**src/design/ntm_pkg.sv**
```systemverilog
package ntm_pkg;

  //////////////////////////////////////////////////////////////////////
  // Widths and limits
  //////////////////////////////////////////////////////////////////////

  // Weight and memory element width
  localparam int DATA_W = 16;

  // Accumulator width, room for N_MAX full-scale products
  localparam int ACC_W = 40;

  // Largest row count per job
  localparam int N_MAX = 256;

  //////////////////////////////////////////////////////////////////////
  // Scalar types
  //////////////////////////////////////////////////////////////////////

  typedef logic signed [DATA_W-1:0] elem_t;
  typedef logic signed [ACC_W-1:0]  acc_t;

  // Row counter, 9 bits hold 256
  typedef logic [8:0] count_t;

  //////////////////////////////////////////////////////////////////////
  // Lane structs
  //////////////////////////////////////////////////////////////////////

  // One row's work for a single column
  typedef struct packed {
    elem_t weight;
    elem_t elem;
    logic  first;  // row 0
    logic  last;   // row N-1
  } lane_op_t;

  // Column result, more status may join later
  typedef struct packed {
    acc_t sum;
  } lane_res_t;

endpackage

```
**src/design/ntm_read_dispatch.sv**
```systemverilog
module ntm_read_dispatch #(
  parameter int LANES = 4
) (
  input  logic                                CLK,
  input  logic                                RST,
  input  logic                                START,
  input  logic                                M_IN_J_ENABLE,
  input  ntm_pkg::count_t                     SIZE_N_IN,
  input  ntm_pkg::elem_t                      W_IN,
  input  ntm_pkg::elem_t   [LANES-1:0]        M_IN,
  output ntm_pkg::lane_op_t [LANES-1:0]       ops,
  output logic                                op_valid
);

  import ntm_pkg::*;

  // Job controller states
  typedef enum logic {
    S_IDLE,
    S_RUN
  } state_t;

  state_t state;
  count_t size_q;   // requested rows
  count_t row_cnt;  // rows accepted so far
  logic   row_acc;
  logic   row_last;

  // Registered row, shared by all lanes
  elem_t              weight_q;
  elem_t [LANES-1:0]  elem_q;
  logic               first_q;
  logic               last_q;

  // Strobe counts only inside a job
  assign row_acc  = (state == S_RUN) && M_IN_J_ENABLE;
  assign row_last = (row_cnt == size_q - count_t'(1));

  //////////////////////////////////////////////////////////////////////
  // Job control and row tags
  //////////////////////////////////////////////////////////////////////

  always_ff @(posedge CLK or posedge RST) begin
    if (RST) begin
      state    <= S_IDLE;
      size_q   <= '0;
      row_cnt  <= '0;
      op_valid <= 1'b0;
      first_q  <= 1'b0;
      last_q   <= 1'b0;
    end else begin
      op_valid <= row_acc;
      first_q  <= row_acc && (row_cnt == '0);
      last_q   <= row_acc && row_last;
      case (state)
        S_IDLE: begin
          if (START) begin
            size_q  <= SIZE_N_IN;
            row_cnt <= '0;
            state   <= S_RUN;
          end
        end
        S_RUN: begin
          if (row_acc) begin
            row_cnt <= row_cnt + count_t'(1);
            // Nth row closes the job
            if (row_last) state <= S_IDLE;
          end
        end
        default: state <= S_IDLE;
      endcase
    end
  end

  // Row payload, no reset
  always_ff @(posedge CLK) begin
    if (row_acc) begin
      weight_q <= W_IN;
      elem_q   <= M_IN;
    end
  end

  // Broadcast weight, each lane gets its own column
  always_comb begin
    for (int k = 0; k < LANES; k++) begin
      ops[k] = '{weight: weight_q, elem: elem_q[k], first: first_q, last: last_q};
    end
  end

  // Row count in range at job start
  a_size_range: assert property (@(posedge CLK) disable iff (RST)
    START |-> (SIZE_N_IN >= count_t'(1)) && (SIZE_N_IN <= count_t'(N_MAX)));

  // Host waits for the running job
  a_start_idle: assert property (@(posedge CLK) disable iff (RST)
    START |-> state == S_IDLE);

endmodule

```
**src/design/ntm_read_lane.sv**
```systemverilog
module ntm_read_lane (
  input  logic               CLK,
  input  logic               RST,
  input  logic               op_valid,
  input  ntm_pkg::lane_op_t  op,
  output ntm_pkg::lane_res_t res,
  output logic               done
);

  import ntm_pkg::*;

  //////////////////////////////////////////////////////////////////////
  // Multiply
  //////////////////////////////////////////////////////////////////////

  // Full signed product, extended to accumulator width
  acc_t prod;
  acc_t sum_q;

  assign prod = acc_t'(op.weight) * acc_t'(op.elem);

  //////////////////////////////////////////////////////////////////////
  // Accumulate
  //////////////////////////////////////////////////////////////////////

  // First row restarts, so jobs run back to back
  always_ff @(posedge CLK) begin
    if (op_valid) begin
      if (op.first) sum_q <= prod;
      else          sum_q <= sum_q + prod;  // wraps mod 2^ACC_W
    end
  end

  // Column complete with the final sum
  always_ff @(posedge CLK or posedge RST) begin
    if (RST) begin
      done <= 1'b0;
    end else begin
      done <= op_valid && op.last;
    end
  end

  assign res.sum = sum_q;

  // Row tags only come with a valid row
  a_tag_valid: assert property (@(posedge CLK) disable iff (RST)
    (op.first || op.last) |-> op_valid);

endmodule

```
**src/design/ntm_read_collect.sv**
```systemverilog
module ntm_read_collect #(
  parameter int LANES = 4
) (
  input  logic                             CLK,
  input  logic                             RST,
  input  ntm_pkg::lane_res_t [LANES-1:0]   res,
  input  logic               [LANES-1:0]   done,
  output ntm_pkg::acc_t                    R_OUT,
  output logic                             R_OUT_ENABLE,
  output logic                             READY
);

  import ntm_pkg::*;

  // Index width, kept at one bit for a single lane
  localparam int IDX_W = (LANES > 1) ? $clog2(LANES) : 1;
  localparam logic [IDX_W-1:0] LAST_IDX = IDX_W'(LANES - 1);

  // Shadow bank of column sums
  acc_t             bank [LANES];
  logic [IDX_W-1:0] idx;
  logic             busy;

  //////////////////////////////////////////////////////////////////////
  // Capture
  //////////////////////////////////////////////////////////////////////

  // All lanes finish together, lane 0 stands for all
  always_ff @(posedge CLK) begin
    if (done[0]) begin
      for (int k = 0; k < LANES; k++) begin
        bank[k] <= res[k].sum;
      end
    end
  end

  //////////////////////////////////////////////////////////////////////
  // Output burst
  //////////////////////////////////////////////////////////////////////

  always_ff @(posedge CLK or posedge RST) begin
    if (RST) begin
      busy         <= 1'b0;
      idx          <= '0;
      R_OUT        <= '0;
      R_OUT_ENABLE <= 1'b0;
      READY        <= 1'b0;
    end else begin
      // Pulse after the last word leaves
      READY        <= R_OUT_ENABLE && !busy;
      R_OUT_ENABLE <= busy;
      if (done[0]) begin
        busy <= 1'b1;
        idx  <= '0;
      end else if (busy) begin
        R_OUT <= bank[idx];
        idx   <= idx + 1'b1;
        if (idx == LAST_IDX) busy <= 1'b0;
      end
    end
  end

  // Lanes must agree on completion
  a_done_agree: assert property (@(posedge CLK) disable iff (RST)
    |done |-> &done);

  // New job result only after the burst, else START came early
  a_done_idle: assert property (@(posedge CLK) disable iff (RST)
    done[0] |-> !busy);

endmodule

```
**src/design/ntm_reading.sv**
```systemverilog
module ntm_reading #(
  parameter int LANES = 4
) (
  input  logic                          CLK,
  input  logic                          RST,
  input  logic                          START,
  input  logic                          M_IN_J_ENABLE,
  input  ntm_pkg::count_t               SIZE_N_IN,
  input  ntm_pkg::elem_t                W_IN,
  input  ntm_pkg::elem_t [LANES-1:0]    M_IN,
  output ntm_pkg::acc_t                 R_OUT,
  output logic                          R_OUT_ENABLE,
  output logic                          READY
);

  import ntm_pkg::*;

  // r(k) = sum over j of w(j) * M(j,k)

  // Dispatcher to lanes
  lane_op_t  [LANES-1:0] ops;
  logic                  op_valid;

  // Lanes to collector
  lane_res_t [LANES-1:0] res;
  logic      [LANES-1:0] done;

  //////////////////////////////////////////////////////////////////////
  // Row intake
  //////////////////////////////////////////////////////////////////////

  ntm_read_dispatch #(
    .LANES(LANES)
  ) u_dispatch (
    .CLK          (CLK),
    .RST          (RST),
    .START        (START),
    .M_IN_J_ENABLE(M_IN_J_ENABLE),
    .SIZE_N_IN    (SIZE_N_IN),
    .W_IN         (W_IN),
    .M_IN         (M_IN),
    .ops          (ops),
    .op_valid     (op_valid)
  );

  // One MAC lane per column
  for (genvar k = 0; k < LANES; k++) begin : g_lane
    ntm_read_lane u_lane (
      .CLK     (CLK),
      .RST     (RST),
      .op_valid(op_valid),
      .op      (ops[k]),
      .res     (res[k]),
      .done    (done[k])
    );
  end

  //////////////////////////////////////////////////////////////////////
  // Result drain
  //////////////////////////////////////////////////////////////////////

  ntm_read_collect #(
    .LANES(LANES)
  ) u_collect (
    .CLK         (CLK),
    .RST         (RST),
    .res         (res),
    .done        (done),
    .R_OUT       (R_OUT),
    .R_OUT_ENABLE(R_OUT_ENABLE),
    .READY       (READY)
  );

endmodule

```
**config.mk**
```make
export PLATFORM = sky130hd
export DESIGN_NAME = ntm_reading
export DESIGN_NICKNAME = d
export VERILOG_FILES = /design/src/design/ntm_pkg.sv /design/src/design/ntm_read_dispatch.sv /design/src/design/ntm_read_lane.sv /design/src/design/ntm_read_collect.sv /design/src/design/ntm_reading.sv
export SDC_FILE = /design/constraint.sdc
export NUM_CORES = 2
export LEC_CHECK = 0
export ABC_AREA = 1
export BUFFER_PORTS_ARGS = -buffer_cell sky130_fd_sc_hd__buf_2
export CORE_MARGIN = 2
export CORE_UTILIZATION = 65
export DETAILED_ROUTE_END_ITERATION = 16
export GPL_TIMING_DRIVEN = 0
export PLACE_DENSITY = 0.79
export SYNTH_ARGS = -nofsm -noshare
export SYNTH_HDL_FRONTEND = slang
export SYNTH_SLANG_ARGS = --single-unit
```
**constraint.sdc**
```tcl
create_clock -name CLK -period 18.7 [get_ports CLK]
set_clock_uncertainty 0.2 [all_clocks]
set_input_delay 3.74 -clock CLK [delete_from_list [all_inputs] [get_ports CLK]]
set_output_delay 3.74 -clock CLK [all_outputs]
set_load 0.05 [all_outputs]
```
# Yosys cells after proc, flatten, opt, wreduce, memory -nomap -nowiden
# Memory sizes are Yosys's and may differ from the RTL's. A register that Yosys moved wholly into a read port is not among the register bits.
# Cells that the tools add are included.
[totals]
inputBits = 93
output_inout_bits = 42
word_cells = 67
ff_bits = 268
ramBits = 160
n_memories = 1
[mem_list]
columns = ["name", "depth", "width", "read_ports", "rd_ports_with_merged_regs", "wr", "line_no", "rtl"]
rows = [
  ["u_collect.bank", 4, 40, 1, 1, 4, "ntm_read_collect.sv:20", "acc_t bank [LANES];"],
]
[classes]
multipliers = 4
eq_ne = 4
muxes = 18
n_reduce_logical = 11
bitwise = 2
addsub = 7
[op_table]
columns = ["op", "count"]
rows = [
  ["40-bit adder", 4],
  ["40-bit two-way mux", 4],
  ["16-bit by 16-bit multiplier with 32-bit output", 4],
  ["9-bit two-way mux", 2],
  ["9-bit one-hot mux with 2 select lines", 1],
  ["9-bit by 1-bit adder with 9-bit output, second input constant", 1],
  ["9-bit == test", 1],
  ["9-bit zero test", 1],
  ["9-bit by 1-bit subtractor with 9-bit output, second input constant", 1],
  ["1-bit two-way mux", 8],
  ["2-bit AND reduction", 3],
  ["1-bit logical AND", 5],
  ["2-bit two-way mux", 2],
  ["2-bit inequality test, second input constant", 2],
  ["2-bit by 1-bit adder with 2-bit output, second input constant", 1],
  ["2-bit == test, second input constant", 1],
  ["1-bit NOT", 2],
  ["1-bit one-hot mux with 2 select lines", 1],
  ["2-bit nonzero test", 1],
  ["1-bit zero test", 1],
]

# Longest topological paths before layout
[depth]
word_depth = 5
ltp_mapped = 40

# By module
# A second synthesis with hierarchy kept.
[unflattened]
cells_unflattened = 9811
area_unflattened_um2 = 73927.2
[by_module_without_submodules]
columns = ["mod", "seq_area_each_um2", "area_per_inst_um2", "cells_per_inst", "instances"]
rows = [
  ["ntm_read_lane at g_lane[0].u_lane", 1226.2, 15482.3, 2215, 1],
  ["ntm_read_lane at g_lane[2].u_lane", 1226.2, 15339.7, 2149, 1],
  ["ntm_read_lane at g_lane[1].u_lane", 1226.2, 15298.4, 2160, 1],
  ["ntm_read_lane at g_lane[3].u_lane", 1226.2, 15298.4, 2159, 1],
  ["ntm_read_collect", 5930.7, 8395.6, 815, 1],
  ["ntm_read_dispatch", 2952.8, 4112.7, 313, 1],
]

# Worst setup path before layout
# OpenSTA, ideal clock, no wires.
[synth_path]
path_type = "reg2reg"
startpoint = "register u_dispatch.weight_q[15]"
endpoint = "register g_lane[3].u_lane.sum_q[39], data pin"
t_arrival_ns = 6.801
path_buffers = 2
setup_slack_ns = 11.446
path_stages_with_launch = 32
required_ns = 18.246
path_cell_list = "edfxtp_1 > clkbuf_1 > clkbuf_1 > nand2_1 > inv_1 > fa_1 > fa_1 > fa_1 > fa_1 > fa_1 > inv_1 > fa_1 > inv_1 > ha_1 > nand2_1 > nor2_1 > inv_1 > nor3_1 > nand3_1 > nand3_1 > nand2_1 > and2_1 > ha_1 > nand2_1 > nor2_1 > nand2_1 > nor2_1 > nand3_1 > nand4_1 > nand3_1 > nand2_1 > nand2_1"
[synth_via]
elab_chain_cells = 3
[synth_lines]
columns = ["item", "line_no", "rtl"]
rows = [
  ["start: declaration", "ntm_read_dispatch.sv:30", "elem_t weight_q;"],
  ["start signal: assignment", "ntm_read_dispatch.sv:78", "weight_q <= W_IN;"],
  ["16-bit by 16-bit multiplier with 32-bit output *", "ntm_read_lane.sv:20", "assign prod = acc_t'(op.weight) * acc_t'(op.elem);"],
  ["40-bit adder", "ntm_read_lane.sv:30", "else sum_q <= sum_q + prod;"],
  ["40-bit two-way mux *", "ntm_read_lane.sv:29", "if (op.first) sum_q <= prod;"],
  ["end signal: assignment", "ntm_read_lane.sv:29", ""],
  ["end signal: assignment", "ntm_read_lane.sv:30", ""],
  ["end: declaration", "ntm_read_lane.sv:18", "acc_t sum_q;"],
]
# Every way passes the cells marked *; elsewhere a longest branch is shown, timed or not.
# A chain may end at the register's enable or synchronous reset.

# Worst setup path after layout
[layout_path]
startpoint = "register u_dispatch.weight_q[15]"
endpoint = "register g_lane[0].u_lane.sum_q[38], data pin"
[layout_via]
elab_chain_cells = 3
[layout_lines]
columns = ["item", "line_no"]
rows = [
  ["16-bit by 16-bit multiplier with 32-bit output *", "ntm_read_lane.sv:20"],
  ["40-bit adder", "ntm_read_lane.sv:30"],
  ["40-bit two-way mux *", "ntm_read_lane.sv:29"],
  ["end signal: assignment", "ntm_read_lane.sv:29"],
  ["end signal: assignment", "ntm_read_lane.sv:30"],
  ["end: declaration", "ntm_read_lane.sv:18"],
]
# Marks and branches as above.

==> impl_metrics.prom <==
# TYPE chip_impl_metric gauge
chip_impl_metric{name="timing_hold_violations_final",unit=""} 0
chip_impl_info{name="timing.critical_path.from_type",value="flop"} 1
chip_impl_metric{name="setup-tns-final",unit="ns"} 0
chip_impl_metric{name="timing.final.max_slew_violations",unit=""} 11
chip_impl_metric{name="height_of_the_die",unit="um"} 337
chip_impl_metric{name="grt_overflow_total",unit=""} 0
chip_impl_metric{name="routedWlPerCell",unit="um"} 23.2
chip_impl_metric{name="n_fill_cell",unit=""} 8982
chip_impl_metric{name="clock_latency",unit="ns"} 0.70
chip_impl_info{name="rsz0062_at_grt",value="false"} 1
chip_impl_metric{name="i_o_pins",unit=""} 135
chip_impl_info{name="post-synth-top-count-cell",value="sky130_fd_sc_hd__nand2_1"} 1
chip_impl_metric{name="cts_htree_levels",unit=""} 2
chip_impl_metric{name="report.final.setup_viol",unit=""} 0
chip_impl_metric{name="worst_pin_slew",unit="ns"} 1.54
chip_impl_metric{name="gp_congestion",unit=""} 1.08
chip_impl_metric{name="post_cts_resize_count",unit=""} 0
chip_impl_metric{name="synth.distinct_cells",unit=""} 53
chip_impl_metric{name="final_period_minus_worst_setup_slack",unit="ns"} 10.79
chip_impl_metric{name="period_share",unit="%"} 57.7
chip_impl_metric{name="synthesis.nets",unit=""} 11000
chip_impl_metric{name="route.detailed.vias_per_inst",unit=""} 5.85
chip_impl_metric{name="coreArea",unit="mm^2"} 0.110
chip_impl_metric{name="grt_antenna_before_repair",unit=""} 7
chip_impl_metric{name="drcViolationCount",unit=""} 0
chip_impl_metric{name="first_global_vias",unit=""} 64500
chip_impl_metric{name="clock_tree.buffer_depth",unit=""} 3
chip_impl_metric{name="edff_count_synth",unit=""} 400
chip_impl_metric{name="synth.yosys.seq_area_share",unit="%"} 19.1
chip_impl_metric{name="final_antenna_net_count",unit=""} 0
chip_impl_metric{name="postCtsSetupBuffers",unit=""} 0
chip_impl_metric{name="num-nets-final",unit=""} 11200
chip_impl_info{name="worstHoldPathType",value="flop to flop"} 1
chip_impl_metric{name="cts-buffers-inserted",unit=""} 54
chip_impl_metric{name="async_flop_share",unit="%"} 14.5
chip_impl_metric{name="mappedNetlistArea",unit="mm^2"} 0.0719
chip_impl_info{name="failing_checks",value="capacitance limit, slew limit"} 1
chip_impl_metric{name="top_area_cell_type_share_of_the_netlist_area",unit="%"} 29.3
chip_impl_metric{name="syn_inst_count",unit=""} 9327
chip_impl_metric{name="clock-sinks",unit=""} 468
chip_impl_metric{name="initial_core_util",unit="%"} 65.3
chip_impl_info{name="outcome",value="finished with violations"} 1
chip_impl_metric{name="clock_pin_transition_on_the_worst_setup_and_hold_timing_paths",unit="ns"} 0.07
chip_impl_info{name="cpMostUsedCell",value="sky130_fd_sc_hd__nand2_1"} 1
chip_impl_info{name="cts_tree",value="done"} 1
chip_impl_info{name="top_reg_cell_synth",value="sky130_fd_sc_hd__edfxtp_1"} 1
chip_impl_metric{name="syn2layout_area_growth",unit="%"} 6.27
chip_impl_metric{name="postRouteWirelength",unit="um"} 256000
chip_impl_metric{name="die_ar",unit="mm^2"} 0.113
chip_impl_info{name="synth.top_cells.by_area",value="sky130_fd_sc_hd__fa_1, sky130_fd_sc_hd__edfxtp_1, sky130_fd_sc_hd__nand2_1, sky130_fd_sc_hd__inv_1, sky130_fd_sc_hd__ha_1"} 1
chip_impl_metric{name="worst-endpoint-arrival",unit="ns"} 11.02
chip_impl_metric{name="ys_ff_latch",unit=""} 468
chip_impl_metric{name="first_pass_iters",unit=""} 9
chip_impl_info{name="critical_path.slowest_cell",value="sky130_fd_sc_hd__fa_1"} 1
chip_impl_metric{name="cap_viol_max_count",unit=""} 1
chip_impl_info{name="setup.worst_path.end_class",value="flop"} 1
chip_impl_metric{name="max_slew_headroom",unit="%"} -2.58
chip_impl_info{name="synth_common_cells",value="sky130_fd_sc_hd__nand2_1, sky130_fd_sc_hd__inv_1, sky130_fd_sc_hd__fa_1"} 1
chip_impl_metric{name="post_layout_utilization_of_the_core",unit="%"} 69.4
chip_impl_metric{name="max_stage_delay",unit="ns"} 1.01
chip_impl_metric{name="post-dp-hpwl",unit="um"} 210000
chip_impl_metric{name="multi_input_area",unit="mm^2"} 0.0489
chip_impl_metric{name="post_cts_hold_buffer_count",unit=""} 0
chip_impl_metric{name="crit_required",unit="ns"} 18.93
chip_impl_metric{name="synthesized_area_divided_by_synthesized_cell_count",unit="um^2"} 7.71
chip_impl_metric{name="layout.area.seq",unit="mm^2"} 0.0137
chip_impl_metric{name="synthesis.yosys.warnings",unit=""} 0
chip_impl_metric{name="drive_gt1_share",unit="%"} 3.77
chip_impl_metric{name="placement_rows",unit=""} 122
chip_impl_metric{name="critical_path.max_fanout",unit=""} 12
chip_impl_info{name="worstSetupPathType",value="flop to flop"} 1
chip_impl_metric{name="first_pass_grt_wire_length",unit="um"} 380000
chip_impl_metric{name="fmaxAchievable",unit="MHz"} 92.7
chip_impl_info{name="yosys.area.top_type",value="sky130_fd_sc_hd__fa_1"} 1
chip_impl_metric{name="io_buffers",unit=""} 134
chip_impl_metric{name="routed_vias",unit=""} 64700
chip_impl_metric{name="die_width",unit="um"} 337
chip_impl_metric{name="track_usage",unit="%"} 45.6
chip_impl_metric{name="drtIter0Drc",unit=""} 7879
chip_impl_info{name="clock-root-buffer",value="sky130_fd_sc_hd__clkbuf_16"} 1
chip_impl_metric{name="maximum_number_of_pins_on_one_net_before_global_route_repair",unit=""} 70
==> registers in the layout, summed over array words and instances, names as in the netlist <==
register / count
u_collect.R_OUT_ENABLE: 1
g_lane.u_lane.res: 160
u_collect.READY: 1
u_dispatch.last_q: 1
u_dispatch.weight_q: 16
u_dispatch.row_cnt: 9
u_collect.busy: 1
u_dispatch.first_q: 1
u_collect.idx: 2
u_dispatch.op_valid: 1
g_lane.u_lane.done: 1
u_dispatch.state: 1
u_dispatch.ops: 64
u_collect.R_OUT: 40
u_dispatch.size_q: 9
u_collect.bank: 160
==> worst paths after layout <==
check / from / endpoint / slack (ns) / cells after the start
max: u_dispatch.weight_q[15] / g_lane[0].u_lane.res[38] / 7.91 / 31
min: u_collect.busy / u_collect.R_OUT_ENABLE / 0.23 / 0
max reg2reg: u_dispatch.weight_q[15] / g_lane[0].u_lane.res[38] / 7.91 / 31
min reg2reg: u_collect.busy / u_collect.R_OUT_ENABLE / 0.23 / 0
max in group asynchronous: RST / u_dispatch.op_valid / 14.58 / 2
min in group asynchronous: RST / u_dispatch.size_q[2] / 3.07 / 2
==> logic make-up after synthesis <==
kind of cell | Yosys count | synth area share [%]
DFF | 468 | 19.1
buffers and inverters | 2486 | 13.0
adders and majority gates | 1556 | 38.0
xor gates and xnor gates | 130 | 1.67
AOI/OAI and AO/OA | 794 | 6.13
and+or+nand+nor | 3893 | 22.1
==> area by class of cell <==
type                            count  area share, %
Inverter                         2182           10.7
Timing Repair Buffer              139           1.06
Multi-Input combinational cell   6373           63.9
Clock inverter                     36          0.470
Tap cell                         1488           2.44
Buffer                            304           1.51
Clock buffer                       66           1.92
Sequential cell                   468           17.9
Antenna cell                        1        0.00327
==> cells in the final DEF, fill, tap and decap left out, types with 9 or more instances in the layout <==
cell type	netlist	final
sky130_fd_sc_hd__nor4_1	9	9
sky130_fd_sc_hd__nand3_1	330	330
sky130_fd_sc_hd__nor3_2	9	9
sky130_fd_sc_hd__nor3_1	42	42
sky130_fd_sc_hd__buf_1	48	48
sky130_fd_sc_hd__clkinv_1	0	9
sky130_fd_sc_hd__fa_1	1052	1052
sky130_fd_sc_hd__buf_2	7	141
sky130_fd_sc_hd__or2_2	15	15
sky130_fd_sc_hd__a21oi_1	314	314
sky130_fd_sc_hd__o21ai_2	11	11
sky130_fd_sc_hd__a21oi_2	11	11
sky130_fd_sc_hd__inv_1	2165	2164
sky130_fd_sc_hd__xor2_1	75	75
sky130_fd_sc_hd__clkbuf_16	0	55
sky130_fd_sc_hd__inv_2	16	16
sky130_fd_sc_hd__nand3_2	11	11
sky130_fd_sc_hd__clkinv_2	0	10
sky130_fd_sc_hd__nand4_1	89	89
sky130_fd_sc_hd__nand2_1	2557	2557
sky130_fd_sc_hd__a31oi_1	50	50
sky130_fd_sc_hd__o21bai_1	52	52
sky130_fd_sc_hd__o21ai_1	25	25
sky130_fd_sc_hd__a21o_1	25	25
sky130_fd_sc_hd__nor2_1	703	703
sky130_fd_sc_hd__xnor2_1	47	47
sky130_fd_sc_hd__nand2_2	21	21
sky130_fd_sc_hd__nor2_2	9	9
sky130_fd_sc_hd__ha_1	504	504
sky130_fd_sc_hd__o21ai_0	276	276
sky130_fd_sc_hd__and2_1	30	30
sky130_fd_sc_hd__clkbuf_1	248	253
sky130_fd_sc_hd__edfxtp_1	400	400
sky130_fd_sc_hd__nand3b_1	49	49
sky130_fd_sc_hd__dfrtp_1	68	66
==> routing by layer <==
| layer | global-route usage [%] | wire length (um) |
|---|---|---|
| met4 | 27.7 | 19700 |
| met1 | 59.7 | 94700 |
| met2 | 66.9 | 107000 |
| met3 | 13.7 | 35000 |
| met5 | 0 | 71 |
==> stage by stage <==
step / std cells / setup WS, ns / cell area, um^2 / hold WS, ns
CTS: 11100 / 8.40 / 76400 / 0.233
finish: 11100 / 7.91 / 76400 / 0.234
detailed placement: 11000 / 8.50 / 74600 / 0.228
floorplan: 9327 / 11.45 / 71900 / 0.195
global placement: 10900 / 8.73 / 74500 / 0.215
global route: 11100 / 7.77 / 76400 / 0.254
==> critical path, delay by kind of cell, from the launching register on <==
kind | cells | cell delay [ns]
fa+ha+maj | 8 | 4.44
flops | 1 | 0.35
buf+inv | 6 | 2.18
simple gates | 14 | 2.38
compound gates | 3 | 0.95
Power is not shown: default switching activity piles up to over one toggle a cycle in this logic, so the estimate is an artifact.
